--- config.mk ---
export PLATFORM = sky130hd
export DESIGN_NAME = xaui_phy_ctrl
export DESIGN_NICKNAME = d
export VERILOG_FILES = /design/src/xaui_regs_pkg.sv /design/src/xaui_lane_pkg.sv /design/src/mgmt_decoder.sv /design/src/chan_csr.sv /design/src/pcs_csr.sv /design/src/reset_sequencer.sv /design/src/xaui_phy_ctrl.sv
export SDC_FILE = /design/constraint.sdc
export NUM_CORES = 1
export LEC_CHECK = 0
export BUFFER_PORTS_ARGS = -buffer_cell sky130_fd_sc_hd__buf_2
export CORE_ASPECT_RATIO = 0.5
export CORE_MARGIN = 5
export CORE_UTILIZATION = 50
export DETAILED_ROUTE_END_ITERATION = 10
export MAX_ROUTING_LAYER = met4
export PLACE_DENSITY = 0.85
export SKIP_LAST_GASP = 1
export SYNTH_ARGS = -nofsm -noshare
export SYNTH_HDL_FRONTEND = slang
export SYNTH_SLANG_ARGS = --single-unit
--- constraint.sdc ---
create_clock -name phy_mgmt_clk -period 2.55 [get_ports phy_mgmt_clk]
set_input_delay 0.3825 -clock phy_mgmt_clk [delete_from_list [all_inputs] [get_ports phy_mgmt_clk]]
set_output_delay 0.3825 -clock phy_mgmt_clk [all_outputs]
set_load 0.01 [all_outputs]
--- src/xaui_regs_pkg.sv ---
// management bus and register map
`default_nettype none

package xaui_regs_pkg;

  ////////////////////////////////////////////////////////////
  // bus structs
  ////////////////////////////////////////////////////////////
  typedef struct packed {
    logic [7:0]  address;   // word address
    logic        read;
    logic        write;
    logic [31:0] writedata;
  } mgmt_req_t;

  typedef struct packed {
    logic [31:0] readdata;    // registered, valid when waitrequest low
    logic        waitrequest;
  } mgmt_rsp_t;

  typedef struct packed {
    logic [5:0]  offset;    // offset inside one region
    logic        read;      // already gated by region
    logic        write;
    logic [31:0] writedata;
  } slave_req_t;

  ////////////////////////////////////////////////////////////
  // regions and offsets
  ////////////////////////////////////////////////////////////
  localparam logic [7:0] chan_base = 8'h40;  // 0x40..0x7f
  localparam logic [7:0] pcs_base  = 8'h80;  // 0x80..0x9f

  localparam logic [5:0] off_pll_locked      = 6'd1;   // ro
  localparam logic [5:0] off_reset_ctrl      = 6'd2;   // wr pulses, rd ready flags
  localparam logic [5:0] off_pll_powerdown   = 6'd4;
  localparam logic [5:0] off_tx_digitalreset = 6'd5;
  localparam logic [5:0] off_rx_analogreset  = 6'd6;
  localparam logic [5:0] off_rx_digitalreset = 6'd7;
  localparam logic [5:0] off_loopback        = 6'd8;
  localparam logic [5:0] off_locktoref       = 6'd9;
  localparam logic [5:0] off_locktodata      = 6'd10;
  localparam logic [5:0] off_lockedtodata    = 6'd11;  // ro

  localparam logic [5:0] off_pcs_reset  = 6'd0;  // bit0 tx, bit1 rx
  localparam logic [5:0] off_syncstatus = 6'd1;  // live
  localparam logic [5:0] off_errdetect  = 6'd2;  // sticky, w1c
  localparam logic [5:0] off_disperr    = 6'd3;  // sticky, w1c

  localparam logic [31:0] unmapped_data = 32'hffff_ffff;

endpackage

`default_nettype wire

--- src/xaui_lane_pkg.sv ---
// lane status and reset types
`default_nettype none

package xaui_lane_pkg;

  localparam int lanes = 4;  // fixed by xaui

  typedef struct packed {
    logic             pll_locked;
    logic             pll_cal_busy;
    logic [lanes-1:0] tx_cal_busy;
    logic [lanes-1:0] rx_cal_busy;
    logic [lanes-1:0] rx_is_lockedtodata;
  } lane_status_t;

  typedef struct packed {
    logic [2*lanes-1:0] rx_syncstatus;  // two bytes per lane
    logic [2*lanes-1:0] rx_errdetect;
    logic [2*lanes-1:0] rx_disperr;
  } pcs_status_t;

  typedef struct packed {
    logic             reset_all;         // strobe
    logic             reset_tx_digital;  // strobe
    logic             reset_rx_digital;  // strobe
    logic             pll_powerdown;
    logic [lanes-1:0] tx_digitalreset;   // per lane overrides
    logic [lanes-1:0] rx_analogreset;
    logic [lanes-1:0] rx_digitalreset;
    logic [lanes-1:0] loopback_serial;
    logic [lanes-1:0] set_locktoref;
    logic [lanes-1:0] set_locktodata;
  } csr_ctrl_t;

  typedef struct packed {
    logic             pll_powerdown;
    logic [lanes-1:0] tx_digitalreset;
    logic [lanes-1:0] rx_analogreset;
    logic [lanes-1:0] rx_digitalreset;
  } reset_out_t;

endpackage

`default_nettype wire

--- src/mgmt_decoder.sv ---
// management port region decoder
`default_nettype none

module mgmt_decoder (
  input  wire logic                     phy_mgmt_clk,
  input  wire logic                     embedded_reset,
  input  wire xaui_regs_pkg::mgmt_req_t mgmt_req,
  input  wire logic [31:0]              chan_readdata,
  input  wire logic [31:0]              pcs_readdata,
  output xaui_regs_pkg::mgmt_rsp_t      mgmt_rsp,
  output xaui_regs_pkg::slave_req_t     chan_req,
  output xaui_regs_pkg::slave_req_t     pcs_req
);

  logic        chan_hit;    // 0x40..0x7f
  logic        pcs_hit;     // 0x80..0x9f
  logic        served;      // read answered this cycle
  logic        read_start;  // first cycle of a read
  logic [31:0] sel_data;
  logic [31:0] readdata_q;

  assign chan_hit   = (mgmt_req.address & 8'hc0) == xaui_regs_pkg::chan_base;
  assign pcs_hit    = (mgmt_req.address & 8'he0) == xaui_regs_pkg::pcs_base;
  assign read_start = mgmt_req.read & ~served;

  always_comb begin
    chan_req.offset    = mgmt_req.address[5:0];
    chan_req.read      = mgmt_req.read & chan_hit;
    chan_req.write     = mgmt_req.write & chan_hit;  // unmapped writes dropped
    chan_req.writedata = mgmt_req.writedata;
    pcs_req.offset     = {1'b0, mgmt_req.address[4:0]};
    pcs_req.read       = mgmt_req.read & pcs_hit;
    pcs_req.write      = mgmt_req.write & pcs_hit;
    pcs_req.writedata  = mgmt_req.writedata;
  end

  always_comb begin
    if (chan_hit) begin
      sel_data = chan_readdata;
    end else if (pcs_hit) begin
      sel_data = pcs_readdata;
    end else begin
      sel_data = xaui_regs_pkg::unmapped_data;  // all ones
    end
  end

  always_ff @(posedge phy_mgmt_clk) begin
    if (embedded_reset) begin
      served <= 1'b0;
    end else begin
      served <= read_start;  // high for the second read cycle only
    end
  end

  always_ff @(posedge phy_mgmt_clk) begin
    if (read_start) begin
      readdata_q <= sel_data;  // captured in the wait cycle
    end
  end

  assign mgmt_rsp.readdata    = readdata_q;
  assign mgmt_rsp.waitrequest = read_start;  // writes never wait

endmodule

`default_nettype wire

--- src/chan_csr.sv ---
// channel and pll control registers
`default_nettype none

module chan_csr (
  input  wire logic                        phy_mgmt_clk,
  input  wire logic                        embedded_reset,
  input  wire xaui_regs_pkg::slave_req_t   req,
  input  wire xaui_lane_pkg::lane_status_t lane_status,
  input  wire logic                        tx_ready,
  input  wire logic                        rx_ready,
  output logic [31:0]                      readdata,
  output xaui_lane_pkg::csr_ctrl_t         ctrl
);

  localparam int lanes = xaui_lane_pkg::lanes;

  ////////////////////////////////////////////////////////////
  // write side
  ////////////////////////////////////////////////////////////
  always_ff @(posedge phy_mgmt_clk) begin
    if (embedded_reset) begin
      ctrl <= '0;
    end else begin
      ctrl.reset_all        <= 1'b0;  // strobes last one cycle
      ctrl.reset_tx_digital <= 1'b0;
      ctrl.reset_rx_digital <= 1'b0;
      if (req.write) begin
        case (req.offset)
          xaui_regs_pkg::off_reset_ctrl: begin
            ctrl.reset_all        <= req.writedata[0];
            ctrl.reset_tx_digital <= req.writedata[1];
            ctrl.reset_rx_digital <= req.writedata[2];
          end
          xaui_regs_pkg::off_pll_powerdown: begin
            ctrl.pll_powerdown <= req.writedata[0];
          end
          xaui_regs_pkg::off_tx_digitalreset: begin
            ctrl.tx_digitalreset <= req.writedata[lanes-1:0];
          end
          xaui_regs_pkg::off_rx_analogreset: begin
            ctrl.rx_analogreset <= req.writedata[lanes-1:0];
          end
          xaui_regs_pkg::off_rx_digitalreset: begin
            ctrl.rx_digitalreset <= req.writedata[lanes-1:0];
          end
          xaui_regs_pkg::off_loopback: begin
            ctrl.loopback_serial <= req.writedata[lanes-1:0];  // serial loopback
          end
          xaui_regs_pkg::off_locktoref: begin
            ctrl.set_locktoref <= req.writedata[lanes-1:0];
          end
          xaui_regs_pkg::off_locktodata: begin
            ctrl.set_locktodata <= req.writedata[lanes-1:0];
          end
          default: ;  // read-only or hole
        endcase
      end
    end
  end

  ////////////////////////////////////////////////////////////
  // read side
  ////////////////////////////////////////////////////////////
  always_comb begin
    readdata = '0;  // holes read zero
    if (req.read) begin
      case (req.offset)
        xaui_regs_pkg::off_pll_locked:      readdata[0] = lane_status.pll_locked;
        xaui_regs_pkg::off_reset_ctrl:      readdata[1:0] = {rx_ready, tx_ready};
        xaui_regs_pkg::off_pll_powerdown:   readdata[0] = ctrl.pll_powerdown;
        xaui_regs_pkg::off_tx_digitalreset: readdata[lanes-1:0] = ctrl.tx_digitalreset;
        xaui_regs_pkg::off_rx_analogreset:  readdata[lanes-1:0] = ctrl.rx_analogreset;
        xaui_regs_pkg::off_rx_digitalreset: readdata[lanes-1:0] = ctrl.rx_digitalreset;
        xaui_regs_pkg::off_loopback:        readdata[lanes-1:0] = ctrl.loopback_serial;
        xaui_regs_pkg::off_locktoref:       readdata[lanes-1:0] = ctrl.set_locktoref;
        xaui_regs_pkg::off_locktodata:      readdata[lanes-1:0] = ctrl.set_locktodata;
        xaui_regs_pkg::off_lockedtodata: begin
          readdata[lanes-1:0] = lane_status.rx_is_lockedtodata;  // live cdr lock
        end
        default: ;
      endcase
    end
  end

endmodule

`default_nettype wire

--- src/pcs_csr.sv ---
// pcs status and soft reset registers
`default_nettype none

module pcs_csr (
  input  wire logic                       phy_mgmt_clk,
  input  wire logic                       embedded_reset,
  input  wire xaui_regs_pkg::slave_req_t  req,
  input  wire xaui_lane_pkg::pcs_status_t pcs_status,
  output logic [31:0]                     readdata,
  output logic                            r_tx_digitalreset,
  output logic                            r_rx_digitalreset
);

  localparam int w = 2 * xaui_lane_pkg::lanes;  // status bits per field

  logic [w-1:0] errdetect_q;  // sticky
  logic [w-1:0] disperr_q;    // sticky
  logic [w-1:0] errdetect_clr;
  logic [w-1:0] disperr_clr;

  // write 1 to clear, only for the addressed register
  assign errdetect_clr = (req.write && req.offset == xaui_regs_pkg::off_errdetect) ?
                         req.writedata[w-1:0] : '0;
  assign disperr_clr   = (req.write && req.offset == xaui_regs_pkg::off_disperr) ?
                         req.writedata[w-1:0] : '0;

  always_ff @(posedge phy_mgmt_clk) begin
    if (embedded_reset) begin
      r_tx_digitalreset <= 1'b0;
      r_rx_digitalreset <= 1'b0;
      errdetect_q       <= '0;
      disperr_q         <= '0;
    end else begin
      if (req.write && req.offset == xaui_regs_pkg::off_pcs_reset) begin
        r_tx_digitalreset <= req.writedata[0];  // soft pcs tx
        r_rx_digitalreset <= req.writedata[1];  // soft pcs rx
      end
      errdetect_q <= (errdetect_q & ~errdetect_clr) | pcs_status.rx_errdetect;  // set wins
      disperr_q   <= (disperr_q & ~disperr_clr) | pcs_status.rx_disperr;
    end
  end

  always_comb begin
    readdata = '0;
    if (req.read) begin
      case (req.offset)
        xaui_regs_pkg::off_pcs_reset:  readdata[1:0] = {r_rx_digitalreset, r_tx_digitalreset};
        xaui_regs_pkg::off_syncstatus: readdata[w-1:0] = pcs_status.rx_syncstatus;  // live
        xaui_regs_pkg::off_errdetect:  readdata[w-1:0] = errdetect_q;
        xaui_regs_pkg::off_disperr:    readdata[w-1:0] = disperr_q;
        default: ;
      endcase
    end
  end

endmodule

`default_nettype wire

--- src/reset_sequencer.sv ---
// embedded transceiver reset sequencer
`default_nettype none

module reset_sequencer #(
  parameter int t_pll_powerdown   = 100,
  parameter int t_rx_analogreset  = 8,
  parameter int t_rx_digitalreset = 400
) (
  input  wire logic                        phy_mgmt_clk,
  input  wire logic                        embedded_reset,
  input  wire xaui_lane_pkg::csr_ctrl_t    ctrl,
  input  wire xaui_lane_pkg::lane_status_t lane_status,
  output xaui_lane_pkg::reset_out_t        resets,
  output logic                             tx_ready,
  output logic                             rx_ready
);

  localparam int lanes = xaui_lane_pkg::lanes;
  localparam int t_ab  = (t_pll_powerdown > t_rx_analogreset) ?
                         t_pll_powerdown : t_rx_analogreset;
  localparam int t_max = (t_ab > t_rx_digitalreset) ? t_ab : t_rx_digitalreset;
  localparam int tw    = $clog2(t_max + 1);

  typedef enum logic [1:0] {
    st_pll_pd,
    st_tx_wait,
    st_tx_ready
  } tx_state_t;

  typedef enum logic [1:0] {
    st_rx_idle,     // waiting for pll powerdown to end
    st_rx_analog,
    st_rx_digital,
    st_rx_ready
  } rx_state_t;

  tx_state_t tx_state;
  rx_state_t rx_state;
  logic [tw-1:0] timer;  // shared, phases never overlap
  logic pll_done;
  logic tx_busy;
  logic rx_busy;
  logic all_locked;
  logic rx_manual;

  assign pll_done   = (tx_state == st_pll_pd) && (timer == tw'(t_pll_powerdown - 1));
  assign tx_busy    = lane_status.pll_cal_busy | (|lane_status.tx_cal_busy);
  assign rx_busy    = |lane_status.rx_cal_busy;
  assign all_locked = &lane_status.rx_is_lockedtodata;
  assign rx_manual  = |(ctrl.set_locktoref | ctrl.set_locktodata);  // any lock override

  ////////////////////////////////////////////////////////////
  // pll/tx and rx state machines
  ////////////////////////////////////////////////////////////
  always_ff @(posedge phy_mgmt_clk) begin
    if (embedded_reset || ctrl.reset_all) begin
      tx_state <= st_pll_pd;  // full restart
      rx_state <= st_rx_idle;
      timer    <= '0;
    end else begin
      case (tx_state)
        st_pll_pd: begin
          timer <= timer + 1'b1;
          if (pll_done) tx_state <= st_tx_wait;
        end
        st_tx_wait: begin
          if (lane_status.pll_locked && !tx_busy) tx_state <= st_tx_ready;
        end
        default: begin
          if (ctrl.reset_tx_digital) tx_state <= st_tx_wait;  // digital stage only
        end
      endcase

      // rx writes the timer after tx so its restart wins
      case (rx_state)
        st_rx_idle: begin
          if (pll_done) begin
            rx_state <= st_rx_analog;
            timer    <= '0;
          end
        end
        st_rx_analog: begin
          if (timer != tw'(t_rx_analogreset - 1)) begin
            timer <= timer + 1'b1;
          end else if (!rx_busy) begin  // hold while calibrating
            rx_state <= st_rx_digital;
            timer    <= '0;
          end
        end
        st_rx_digital: begin
          if (ctrl.reset_rx_digital || !all_locked) begin
            timer <= '0;  // needs consecutive lock
          end else if (timer == tw'(t_rx_digitalreset - 1)) begin
            rx_state <= st_rx_ready;
          end else begin
            timer <= timer + 1'b1;
          end
        end
        default: begin
          if (ctrl.reset_rx_digital || (!all_locked && !rx_manual)) begin
            rx_state <= st_rx_digital;  // lock loss only in auto mode
            timer    <= '0;
          end
        end
      endcase
    end
  end

  ////////////////////////////////////////////////////////////
  // final resets with register overrides
  ////////////////////////////////////////////////////////////
  assign tx_ready = (tx_state == st_tx_ready);
  assign rx_ready = (rx_state == st_rx_ready);

  assign resets.pll_powerdown   = (tx_state == st_pll_pd) | ctrl.pll_powerdown;
  assign resets.tx_digitalreset = {lanes{!tx_ready}} | ctrl.tx_digitalreset;
  assign resets.rx_analogreset  = {lanes{rx_state == st_rx_idle || rx_state == st_rx_analog}} |
                                  ctrl.rx_analogreset;
  assign resets.rx_digitalreset = {lanes{!rx_ready}} | ctrl.rx_digitalreset;

endmodule

`default_nettype wire

--- src/xaui_phy_ctrl.sv ---
// xaui phy management and reset top
`default_nettype none

module xaui_phy_ctrl #(
  parameter int t_pll_powerdown   = 100,  // cycles of phy_mgmt_clk
  parameter int t_rx_analogreset  = 8,
  parameter int t_rx_digitalreset = 400
) (
  input  wire logic                          phy_mgmt_clk,
  input  wire logic                          embedded_reset,
  input  wire xaui_regs_pkg::mgmt_req_t      mgmt_req,
  output xaui_regs_pkg::mgmt_rsp_t           mgmt_rsp,
  input  wire xaui_lane_pkg::lane_status_t   lane_status,
  input  wire xaui_lane_pkg::pcs_status_t    pcs_status,
  output xaui_lane_pkg::reset_out_t          resets,
  output logic                               tx_ready,
  output logic                               rx_ready,
  output logic [xaui_lane_pkg::lanes-1:0]    loopback_serial,
  output logic [xaui_lane_pkg::lanes-1:0]    set_locktoref,
  output logic [xaui_lane_pkg::lanes-1:0]    set_locktodata,
  output logic                               r_tx_digitalreset,
  output logic                               r_rx_digitalreset
);

  xaui_regs_pkg::slave_req_t chan_req;  // to channel block
  xaui_regs_pkg::slave_req_t pcs_req;   // to pcs block
  logic [31:0]               chan_readdata;
  logic [31:0]               pcs_readdata;
  xaui_lane_pkg::csr_ctrl_t  ctrl;      // channel regs to sequencer

  ////////////////////////////////////////////////////////////
  // management decode
  ////////////////////////////////////////////////////////////
  mgmt_decoder u_decoder (
    .phy_mgmt_clk  (phy_mgmt_clk),
    .embedded_reset(embedded_reset),
    .mgmt_req      (mgmt_req),
    .chan_readdata (chan_readdata),
    .pcs_readdata  (pcs_readdata),
    .mgmt_rsp      (mgmt_rsp),
    .chan_req      (chan_req),
    .pcs_req       (pcs_req)
  );

  ////////////////////////////////////////////////////////////
  // register blocks
  ////////////////////////////////////////////////////////////
  chan_csr u_chan_csr (
    .phy_mgmt_clk  (phy_mgmt_clk),
    .embedded_reset(embedded_reset),
    .req           (chan_req),
    .lane_status   (lane_status),
    .tx_ready      (tx_ready),   // readback only
    .rx_ready      (rx_ready),
    .readdata      (chan_readdata),
    .ctrl          (ctrl)
  );

  pcs_csr u_pcs_csr (
    .phy_mgmt_clk     (phy_mgmt_clk),
    .embedded_reset   (embedded_reset),
    .req              (pcs_req),
    .pcs_status       (pcs_status),
    .readdata         (pcs_readdata),
    .r_tx_digitalreset(r_tx_digitalreset),
    .r_rx_digitalreset(r_rx_digitalreset)
  );

  ////////////////////////////////////////////////////////////
  // embedded reset sequencer
  ////////////////////////////////////////////////////////////
  reset_sequencer #(
    .t_pll_powerdown  (t_pll_powerdown),
    .t_rx_analogreset (t_rx_analogreset),
    .t_rx_digitalreset(t_rx_digitalreset)
  ) u_reset_seq (
    .phy_mgmt_clk  (phy_mgmt_clk),
    .embedded_reset(embedded_reset),
    .ctrl          (ctrl),
    .lane_status   (lane_status),
    .resets        (resets),
    .tx_ready      (tx_ready),
    .rx_ready      (rx_ready)
  );

  assign loopback_serial = ctrl.loopback_serial;  // straight to the pma
  assign set_locktoref   = ctrl.set_locktoref;
  assign set_locktodata  = ctrl.set_locktodata;

endmodule

`default_nettype wire

==> impl_metrics.env, run 1 <==
export IMPL_cp_max_fo=6
export IMPL_max_clock_freq_mhz=413
export IMPL_drive_gt1_share_pct=32.6
export IMPL_clk_path_buf_depth=2
export IMPL_cap_viol_max_count=0
export IMPL_dr_pass1_iters=5
export IMPL_ctsHtreeMaxLevel=3
export IMPL_synth_cells=484
export IMPL_portBuffers=119
export IMPL_fp_dieW_um=138
export IMPL_cp_top_family="simple AND/OR/NAND/NOR gates"
export IMPL_synth_avg_cell_area_um2=8.41
export IMPL_synthAdderAreaFrac_pct=2.15
export IMPL_io_pins=144
export IMPL_final_max_slew_viol_count=0
export IMPL_yosysUniqueCellTypes=60
export IMPL_path_class="flip-flop to flip-flop"
export IMPL_synthXorXnorAreaFrac_pct=0.215
export IMPL_hold_viol=0
export IMPL_rows=23
export IMPL_synth_top_family_by_area="simple AND/OR/NAND/NOR gates"
export IMPL_async_flop_share_pct=0
export IMPL_yosys_warnings=0
export IMPL_drc=0
export IMPL_highest_layer="met4"
export IMPL_yosysMostFrequentCell="nand2_1"
export IMPL_synth_edf_count=9
export IMPL_synth_nets=573
export IMPL_synth_top_area_share_pct=29.5
export IMPL_gp_congestion=0.972
export IMPL_cts_buffers=9
export IMPL_ir_drop_v=0.000360
export IMPL_start_kind="flip-flop"
export IMPL_ys_flop_type="dfxtp_1"
export IMPL_die_y_um=73.8
export IMPL_path_clk_slew_ns=0.06
export IMPL_worst_path_buf_inv=0
export IMPL_yosysSeqAreaShare_pct=36.2
export IMPL_wl_met1_mm=4.83
export IMPL_cp_common_cell="or4b_4"
export IMPL_synth_mux_area_share_pct=7.69
export IMPL_dr_wl_met3_um=702
export IMPL_viasPerCell=5.58
export IMPL_start_util_pct=51.1
export IMPL_synth_seq_cells=69
export IMPL_tightest_slew_ns=0.615
export IMPL_synthSimpleGateAreaFrac_pct=26.3
export IMPL_finalCritPeriodShare_pct=95.1
export IMPL_status="completed"
export IMPL_cp_data_required_time_ns=2.81
export IMPL_worstSkewPairLatency_ns=0.34
export IMPL_grt_use_total_pct=23.6
export IMPL_wl_met2_mm=5.45
export IMPL_regArea_um2=1470
export IMPL_grt_pass1_vias=3714
export IMPL_hp_start="pcs_status[0]"
export IMPL_slew_headroom_pct=58.7
export IMPL_overflow=0
export IMPL_p_leak_nw=1.86
export IMPL_multi_input_area_um2=2170
export IMPL_clock_sinks=69
export IMPL_postRouteAntennaNets=0
export IMPL_antenna_found_initial=0
export IMPL_cp_slowest_cell="or4b_4"
export IMPL_worst_setup_path_end_kind="flip-flop"
export IMPL_wl_per_cell_um=16.3
export IMPL_netlist_area_um2=4070
export IMPL_root_buffer="clkbuf_16"
export IMPL_yosys_area_top_type="dfxtp_1"
export IMPL_fp_coreArea_um2=7970
export IMPL_areaGrowthSynthToFinish_pct=19.4
export IMPL_setup_violations=0
export IMPL_hold_class="input port to flip-flop"
export IMPL_finalCriticalPeriod_ns=2.42
export IMPL_clock_skew_ns=0.00619
export IMPL_cts_setup_buffers=0
export IMPL_grt_first_pass_wirelength_mm=18.2
export IMPL_r2r_start="u_reset_seq.timer[0]"
export IMPL_routed_wl_mm=11.2
export IMPL_dp_hpwl_mm=8.34
export IMPL_startpoint="u_reset_seq.timer[0]"
export IMPL_vias=3810
export IMPL_power_density_nw_per_um2=641
export IMPL_worst_slack_ns=0.126
export IMPL_drt_initial_drc_count=427
export IMPL_nNetsFinal=655
export IMPL_die_area_um2=10200
export IMPL_tns_ns=0
export IMPL_cts_tree="yes"
export IMPL_crit_path_cell_trace="ha_1 > or4b_4 > or4b_4 > a311oi_1 > a211oi_1 > o31ai_2"
export IMPL_rsz0062_at_grt="no"
export IMPL_nFillCells=691
export IMPL_preCtsSetupSlack_ns=0.0934
export IMPL_max_stage_delay_ns=0.57
export IMPL_n_antenna_cell=0
export IMPL_synthTopCellsByCount="nand2_1 (62), dfxtp_1 (60), a21oi_1 (45)"
export IMPL_ys_top_cells_by_area="dfxtp_1 (30%), buf_4 (6.6%), edfxtp_1 (6.6%), nand2_1 (5.7%), a21oi_1 (5.5%)"
export IMPL_cp_data_arrival_time_ns=2.68
export IMPL_grt_max_degree=36
export IMPL_synth_compound_area_share_pct=17.0
[metal layers]
| layer | vias up | track usage [%] |
|---|---|---|
| li1 | 1859 | - |
| met1 | 1780 | 28.9 |
| met2 | 154 | 38.6 |
| met3 | 17 | 5.40 |
| met4 | 0 | 8.19 |
| met5 | - | - |
[power by group]
group          switching (mW)  internal, mW  total, mW
clock                   0.472         0.840       1.31
combinational           0.345         0.252      0.597
sequential             0.0461          1.16       1.21
[registers in the layout (all words and copies together) (netlist names)]
register and flops:
u_pcs_csr.r_rx_digitalreset 1, u_pcs_csr.disperr_q 8, u_pcs_csr.errdetect_q 8, u_reset_seq.tx_state 2, u_reset_seq.timer 9, u_chan_csr.ctrl 28, u_decoder.readdata_q 9, u_decoder.served 1
u_reset_seq.rx_state 2, u_pcs_csr.r_tx_digitalreset 1
[cell usage in the layout, fill, tap and decap left out, types with 11 or more instances in the layout]
master	count
dfxtp_1	60
a21oi_1	45
nand2b_1	12
buf_2	119
nor2_1	39
mux2i_1	11
nand3_1	24
buf_4	13
inv_1	16
nand2_1	62
[path summary, 6_finish.rpt]
kind                                               end  slack [ns]  cells past startpoint
worst max-delay path              u_reset_seq.timer[0]        0.13                      6
worst min-delay path            u_pcs_csr.disperr_q[0]        0.25                      3
worst max register to register    u_reset_seq.timer[0]        0.13                      6
worst min register to register     u_chan_csr.ctrl[21]        0.47                      2
[what timing repair did]
item | in CTS | in global routing
hold buffers | 0 | 0
resized for setup | 0 | 1
endpoints found under the setup margin | 0 | 8
[area by class of cell]
class                      count  share of cell area, %
clock inverter                 4                   1.11
inverter                      16                   1.24
multi-input combinational    338                   44.7
clock buffer                  12                   5.48
tap                          112                   2.88
sequential                    69                   30.3
timing repair buffer         132                   14.3
[per-stage QoR]
stage	hold slack (ns)	total power [mW]	cell area, um2	utilization (%)	instances
6_report	0.249	3.11	4860	61.0	683
3_3_place_gp	0.459	1.79	4540	56.9	667
2_1_floorplan	0.442	1.63	4070	-	484
4_1_cts	0.237	3.13	4860	60.9	683
5_1_grt	0.250	3.25	4860	61.0	683
3_5_place_dp	0.463	1.81	4540	56.9	667
[cells by family after synthesis]
kind of cell	Yosys count
flip-flops	69
multiplexers	24
AND/OR/NAND/NOR	204
AO/OA/AOI/OAI	102
adder cells (fa/ha/maj)	7
XOR/XNOR	1
buffers and inverters	77
[worst reg2reg max path: cells and delay by family, from the launching register on]
| kind | cells | cell delay [ns] |
|---|---|---|
| fa+ha+maj | 1 | 0.21 |
| simple gates | 2 | 1.10 |
| compound gates | 3 | 0.63 |
| flops | 1 | 0.41 |
(Power assumes the default switching activity.)
==> inputs of run 2 (changes only) <==
--- a/config.mk
+++ b/config.mk
@@ -6,12 +6,13 @@
 export NUM_CORES = 1
 export LEC_CHECK = 0
 export BUFFER_PORTS_ARGS = -buffer_cell sky130_fd_sc_hd__buf_2
-export CORE_ASPECT_RATIO = 0.5
+export CORE_ASPECT_RATIO = 1.75
 export CORE_MARGIN = 5
 export CORE_UTILIZATION = 50
 export DETAILED_ROUTE_END_ITERATION = 10
 export MAX_ROUTING_LAYER = met4
 export PLACE_DENSITY = 0.85
+export SKIP_CTS_REPAIR_TIMING = 1
 export SKIP_LAST_GASP = 1
 export SYNTH_ARGS = -nofsm -noshare
 export SYNTH_HDL_FRONTEND = slang
==> impl_metrics.env, run 2 (same netlist as run 1, synthesis figures left out) <==
export IMPL_p_leak_nw=1.86
export IMPL_die_y_um=129
export IMPL_hold_viol=0
export IMPL_nNetsFinal=655
export IMPL_status="completed"
export IMPL_crit_path_cell_trace="ha_1 > or4b_4 > or4b_4 > a311oi_1 > a211oi_2 > o31ai_2"
export IMPL_drive_gt1_share_pct=32.6
export IMPL_fp_coreArea_um2=7960
export IMPL_cp_common_cell="or4b_4"
export IMPL_start_util_pct=51.1
export IMPL_rows=43
export IMPL_path_class="flip-flop to flip-flop"
export IMPL_worst_path_buf_inv=0
export IMPL_largest_register_ffs=28
export IMPL_rsz0062_at_grt="no"
export IMPL_p_int_mw=2.27
export IMPL_power_density_nw_per_um2=651
export IMPL_die_area_um2=10100
export IMPL_worst_setup_path_end_kind="flip-flop"
export IMPL_cp_data_arrival_time_ns=2.66
export IMPL_swShare_pct=27.9
export IMPL_gp_congestion=0.936
export IMPL_largest_register="u_chan_csr.ctrl"
export IMPL_max_stage_delay_ns=0.56
export IMPL_areaGrowthSynthToFinish_pct=18.9
export IMPL_nFillCells=665
export IMPL_fp_dieW_um=78.2
export IMPL_ir_drop_v=0.000447
export IMPL_mostFrequentLayoutCells="buf_2 (119), nand2_1 (62), dfxtp_1 (60)"
export IMPL_p_switching_mw=0.880
export IMPL_final_max_slew_viol_count=0
export IMPL_tightest_slew_ns=0.677
export IMPL_cp_slowest_cell="or4b_4"
export IMPL_start_kind="flip-flop"
export IMPL_dr_pass1_iters=5
export IMPL_cp_top_family="simple AND/OR/NAND/NOR gates"
export IMPL_vias=3943
export IMPL_root_buffer="clkbuf_16"
export IMPL_cp_max_fo=6
export IMPL_portBuffers=119
export IMPL_pwr_share_comb_pct=19.1
export IMPL_clock_skew_ns=0.00736
export IMPL_cp_data_required_time_ns=2.79
export IMPL_finalCriticalPeriod_ns=2.42
export IMPL_postRouteAntennaNets=0
export IMPL_tns_ns=0
export IMPL_fin_util_pct=60.8
export IMPL_grt_max_degree=27
export IMPL_dp_hpwl_mm=9.00
export IMPL_p_seq_share_pct=38.3
export IMPL_antenna_found_initial=0
export IMPL_routed_wl_mm=11.8
export IMPL_max_clock_freq_mhz=414
export IMPL_cts_tree="yes"
export IMPL_cap_viol_max_count=0
export IMPL_pwr_share_clk_pct=42.7
export IMPL_clk_path_buf_depth=2
export IMPL_setup_violations=0
export IMPL_ff2ff_setup_slack_ns=0.13
export IMPL_grt_first_pass_wirelength_mm=18.8
export IMPL_viasPerCell=5.96
export IMPL_layout_commonest_cell="buf_2"
export IMPL_wl_per_cell_um=17.8
export IMPL_drc=0
export IMPL_drt_initial_drc_count=216
export IMPL_overflow=0
export IMPL_clock_sinks=69
export IMPL_slew_headroom_pct=54.5
export IMPL_grt_use_total_pct=24.2
export IMPL_reg_top3="u_chan_csr.ctrl: 28 flops, u_decoder.readdata_q: 9 flops, u_reset_seq.timer: 9 flops"
export IMPL_worstSkewPairLatency_ns=0.33
export IMPL_finalCritPeriodShare_pct=94.8
export IMPL_grt_pass1_vias=3944
export IMPL_cts_buffers=9
export IMPL_hold_class="input port to flip-flop"
export IMPL_ctsHtreeMaxLevel=3
export IMPL_path_clk_slew_ns=0.06
export IMPL_io_pins=144
-- run 2: cell types whose count changed in the layout (fill, tap and decap cells not counted) --
cell / change
clkbuf_8: -3
a211oi_1: -1
a211oi_2: +1
bufinv_16: +1
clkinv_1: +1
diode_2: +1
inv_6: +1
-- run 2: power groups by stage --
stage | sequential, mW | clock (mW) | combinational (mW)
5_1_grt | 1.21 | 1.40 | 0.652
2_1_floorplan | 1.22 | 0 | 0.413
3_5_place_dp | 1.23 | 0 | 0.582
4_1_cts | 1.20 | 1.35 | 0.587
6_report | 1.21 | 1.34 | 0.600
3_3_place_gp | 1.22 | 0 | 0.562
-- run 2: path summary, 6_finish.rpt --
kind                        start                     end  cells after the start
max          u_reset_seq.timer[0]    u_reset_seq.timer[0]                      6
min                 pcs_status[6]  u_pcs_csr.disperr_q[6]                      3
max reg2reg  u_reset_seq.timer[0]    u_reset_seq.timer[0]                      6
min reg2reg   u_chan_csr.ctrl[23]     u_chan_csr.ctrl[23]                      2
-- run 2: final cells by class --
| class | instances | area [um2] | share of cell area (%) |
|---|---|---|---|
| multi-input cells | 338 | 2180 | 45.0 |
| flip-flops and latches | 69 | 1470 | 30.4 |
| repair buffers | 132 | 693 | 14.3 |
| clock buffers | 9 | 225 | 4.65 |
| well taps | 90 | 113 | 2.33 |
| clock inverters | 7 | 96.3 | 1.99 |
| inverters | 16 | 60.1 | 1.24 |
| diodes | 1 | 2.50 | 0.0517 |
-- run 2: per-stage QoR --
step | instance area [um2] | total power [mW] | hold WS [ns] | cells | worst slack, ns
3_3_place_gp | 4510 | 1.79 | 0.450 | 645 | 0.147
6_report | 4840 | 3.15 | 0.255 | 662 | 0.133
5_1_grt | 4840 | 3.27 | 0.258 | 661 | 0.0356
2_1_floorplan | 4070 | 1.63 | 0.442 | 484 | 0.297
4_1_cts | 4830 | 3.15 | 0.251 | 661 | 0.0700
3_5_place_dp | 4510 | 1.81 | 0.462 | 645 | 0.0610
-- run 2: worst reg2reg max path: cells and delay by family, from the launching register on --
kind / cells / cell delay, ns
DFF: 1 / 0.41
AOI/OAI and AO/OA: 3 / 0.63
and+or+nand+nor: 2 / 1.09
adders and majority gates: 1 / 0.21
-- run 2: routing by layer --
| metal | track usage, % | share of wire (%) | vias up |
|---|---|---|---|
| li1 | - | - | 1864 |
| met1 | 25.2 | 36 | 1841 |
| met2 | 42.5 | 53 | 188 |
| met3 | 3.96 | 6.5 | 50 |
| met4 | 14.6 | 4.8 | 0 |
| met5 | - | 0 | - |
==> inputs of run 3 (changes only) <==
--- a/config.mk
+++ b/config.mk
@@ -5,13 +5,14 @@
 export SDC_FILE = /design/constraint.sdc
 export NUM_CORES = 1
 export LEC_CHECK = 0
+export ABC_AREA = 1
 export BUFFER_PORTS_ARGS = -buffer_cell sky130_fd_sc_hd__buf_2
 export CORE_ASPECT_RATIO = 1.75
 export CORE_MARGIN = 5
-export CORE_UTILIZATION = 50
+export CORE_UTILIZATION = 51
 export DETAILED_ROUTE_END_ITERATION = 10
 export MAX_ROUTING_LAYER = met4
-export PLACE_DENSITY = 0.85
+export PLACE_DENSITY = 0.86
 export SKIP_CTS_REPAIR_TIMING = 1
 export SKIP_LAST_GASP = 1
 export SYNTH_ARGS = -nofsm -noshare
==> impl_metrics.env, run 3 <==
export IMPL_setup_violations=0
export IMPL_antenna_found_initial=0
export IMPL_dr_pass1_iters=5
export IMPL_reg_top3="u_chan_csr.ctrl: 28 flops, u_decoder.readdata_q: 9 flops, u_reset_seq.timer: 9 flops"
export IMPL_largest_register="u_chan_csr.ctrl"
export IMPL_yosysUniqueCellTypes=35
export IMPL_cts_tree="yes"
export IMPL_synth_nets=703
export IMPL_nNetsFinal=791
export IMPL_synth_edf_count=9
export IMPL_cap_viol_max_count=0
export IMPL_tightest_slew_ns=0.665
export IMPL_drc=0
export IMPL_dp_hpwl_mm=9.17
export IMPL_largest_register_ffs=28
export IMPL_grt_first_pass_wirelength_mm=18.3
export IMPL_root_buffer="clkbuf_16"
export IMPL_n_antenna_cell=0
export IMPL_netlist_area_um2=4140
export IMPL_drive_gt1_share_pct=24.3
export IMPL_max_clock_freq_mhz=466
export IMPL_drt_initial_drc_count=206
export IMPL_tns_ns=0
export IMPL_nFillCells=725
export IMPL_worst_setup_path_end_kind="output pin"
export IMPL_hold_viol=0
export IMPL_mostFrequentLayoutCells="nand2_1 (150), buf_2 (119), inv_1 (78)"
export IMPL_yosys_area_top_type="dfxtp_1"
export IMPL_clock_skew_ns=0.00250
export IMPL_start_kind="flip-flop"
export IMPL_worstSkewPairLatency_ns=0.32
export IMPL_yosysSeqAreaShare_pct=35.6
export IMPL_overflow=0
export IMPL_wl_per_cell_um=14.5
export IMPL_fp_dieW_um=78.1
export IMPL_grt_pass1_vias=4081
export IMPL_clock_sinks=69
export IMPL_portBuffers=119
export IMPL_die_area_um2=10100
export IMPL_layout_commonest_cell="nand2_1"
export IMPL_grt_max_degree=28
export IMPL_routed_wl_mm=11.5
export IMPL_regArea_um2=1470
export IMPL_finalCriticalPeriod_ns=2.14
export IMPL_ctsHtreeMaxLevel=3
export IMPL_p_leak_nw=2.27
export IMPL_cp_data_arrival_time_ns=1.76
export IMPL_final_max_slew_viol_count=0
export IMPL_grt_use_total_pct=23.3
export IMPL_finalCritPeriodShare_pct=84.1
export IMPL_synth_avg_cell_area_um2=6.73
export IMPL_vias=4194
export IMPL_clk_path_buf_depth=2
export IMPL_ys_flop_type="dfxtp_1"
export IMPL_cp_data_required_time_ns=2.17
export IMPL_async_flop_share_pct=0
export IMPL_start_util_pct=52.3
export IMPL_postRouteAntennaNets=0
export IMPL_die_y_um=129
export IMPL_rows=43
export IMPL_gp_congestion=1.00
export IMPL_status="completed"
export IMPL_path_clk_slew_ns=0.05
export IMPL_cp_max_fo=12
export IMPL_yosys_warnings=0
export IMPL_fp_coreArea_um2=7910
export IMPL_yosysMostFrequentCell="nand2_1"
export IMPL_rsz0062_at_grt="no"
export IMPL_synthTopCellsByCount="nand2_1 (150), inv_1 (78), dfxtp_1 (60)"
export IMPL_cts_buffers=9
export IMPL_whs_ns=0.295
export IMPL_viasPerCell=5.26
export IMPL_synth_cells=614
export IMPL_p_total_mw=3.08
export IMPL_ys_top_cells_by_area="dfxtp_1 (29%), nand2_1 (14%), a21oi_1 (7.1%), inv_1 (7.1%), buf_4 (6.9%)"
export IMPL_areaGrowthSynthToFinish_pct=17.2
export IMPL_hold_class="input port to flip-flop"
export IMPL_multi_input_area_um2=2010
export IMPL_ir_drop_v=0.000547
export IMPL_synth_top_area_share_pct=29.0
export IMPL_synth_seq_cells=69
export IMPL_power_density_nw_per_um2=635
export IMPL_slew_headroom_pct=55.6
export IMPL_io_pins=144
export IMPL_path_class="flip-flop to output pin"
-- run 3: cells by family (layout without fill, tap and decap cells) --
family                   after synthesis  in the layout  share of synthesized area, %
AND/OR/NAND/NOR                      275            275                          29.8
AO/OA/AOI/OAI                        127            127                          16.0
flip-flops                            69             69                          35.6
XOR/XNOR                               3              3                         0.636
adder cells (fa/ha/maj)                7              7                          2.12
buffers and inverters                133            226                          15.8
-- run 3: worst paths after layout --
kind	start	end	slack [ns]	depth (start not counted)
max	u_reset_seq.rx_state[0]	resets[2]	0.41	4
min	pcs_status[11]	u_pcs_csr.errdetect_q[3]	0.30	3
max reg2reg	u_reset_seq.tx_state[0]	u_reset_seq.timer[1]	0.75	8
min reg2reg	u_decoder.served	u_decoder.served	0.42	1
-- run 3: power breakdown --
group | leakage [nW] | internal (mW) | switching (mW)
sequential | 0.573 | 1.16 | 0.0536
combinational | 1.54 | 0.209 | 0.376
clock | 0.151 | 0.845 | 0.430
total | 2.27 | 2.22 | 0.859
-- run 3: final cells by class --
type | instances | share of cell area (%)
clock buffers | 10 | 4.73
well taps | 90 | 2.32
multi-input cells | 412 | 41.5
repair buffers | 121 | 12.6
inverters | 89 | 6.89
flip-flops and latches | 69 | 30.4
clock inverters | 6 | 1.60
-- run 3: worst max-delay path, stage by stage, from the launching register on --
cell and delay (ns):
dfxtp_1 0.39, ha_1 0.31, inv_1 0.24, or2_2 0.35, buf_2 0.15
-- run 3: per-stage QoR --
stage          utilization, %  cells  setup WS (ns)  instance area, um2
2_1_floorplan               -    614          0.981                4140
3_3_place_gp             57.4    781          0.691                4540
3_5_place_dp             57.4    781          0.634                4540
4_1_cts                  61.3    797          0.397                4850
5_1_grt                  61.3    797          0.309                4850
6_report                 61.3    797          0.405                4850
-- run 3: routing by layer --
| metal | wire length [um] | GRT usage [%] |
|---|---|---|
| met5 | 0 | - |
| met4 | 414 | 11.2 |
| met3 | 618 | 3.96 |
| met2 | 6390 | 42.3 |
| met1 | 4120 | 23.9 |
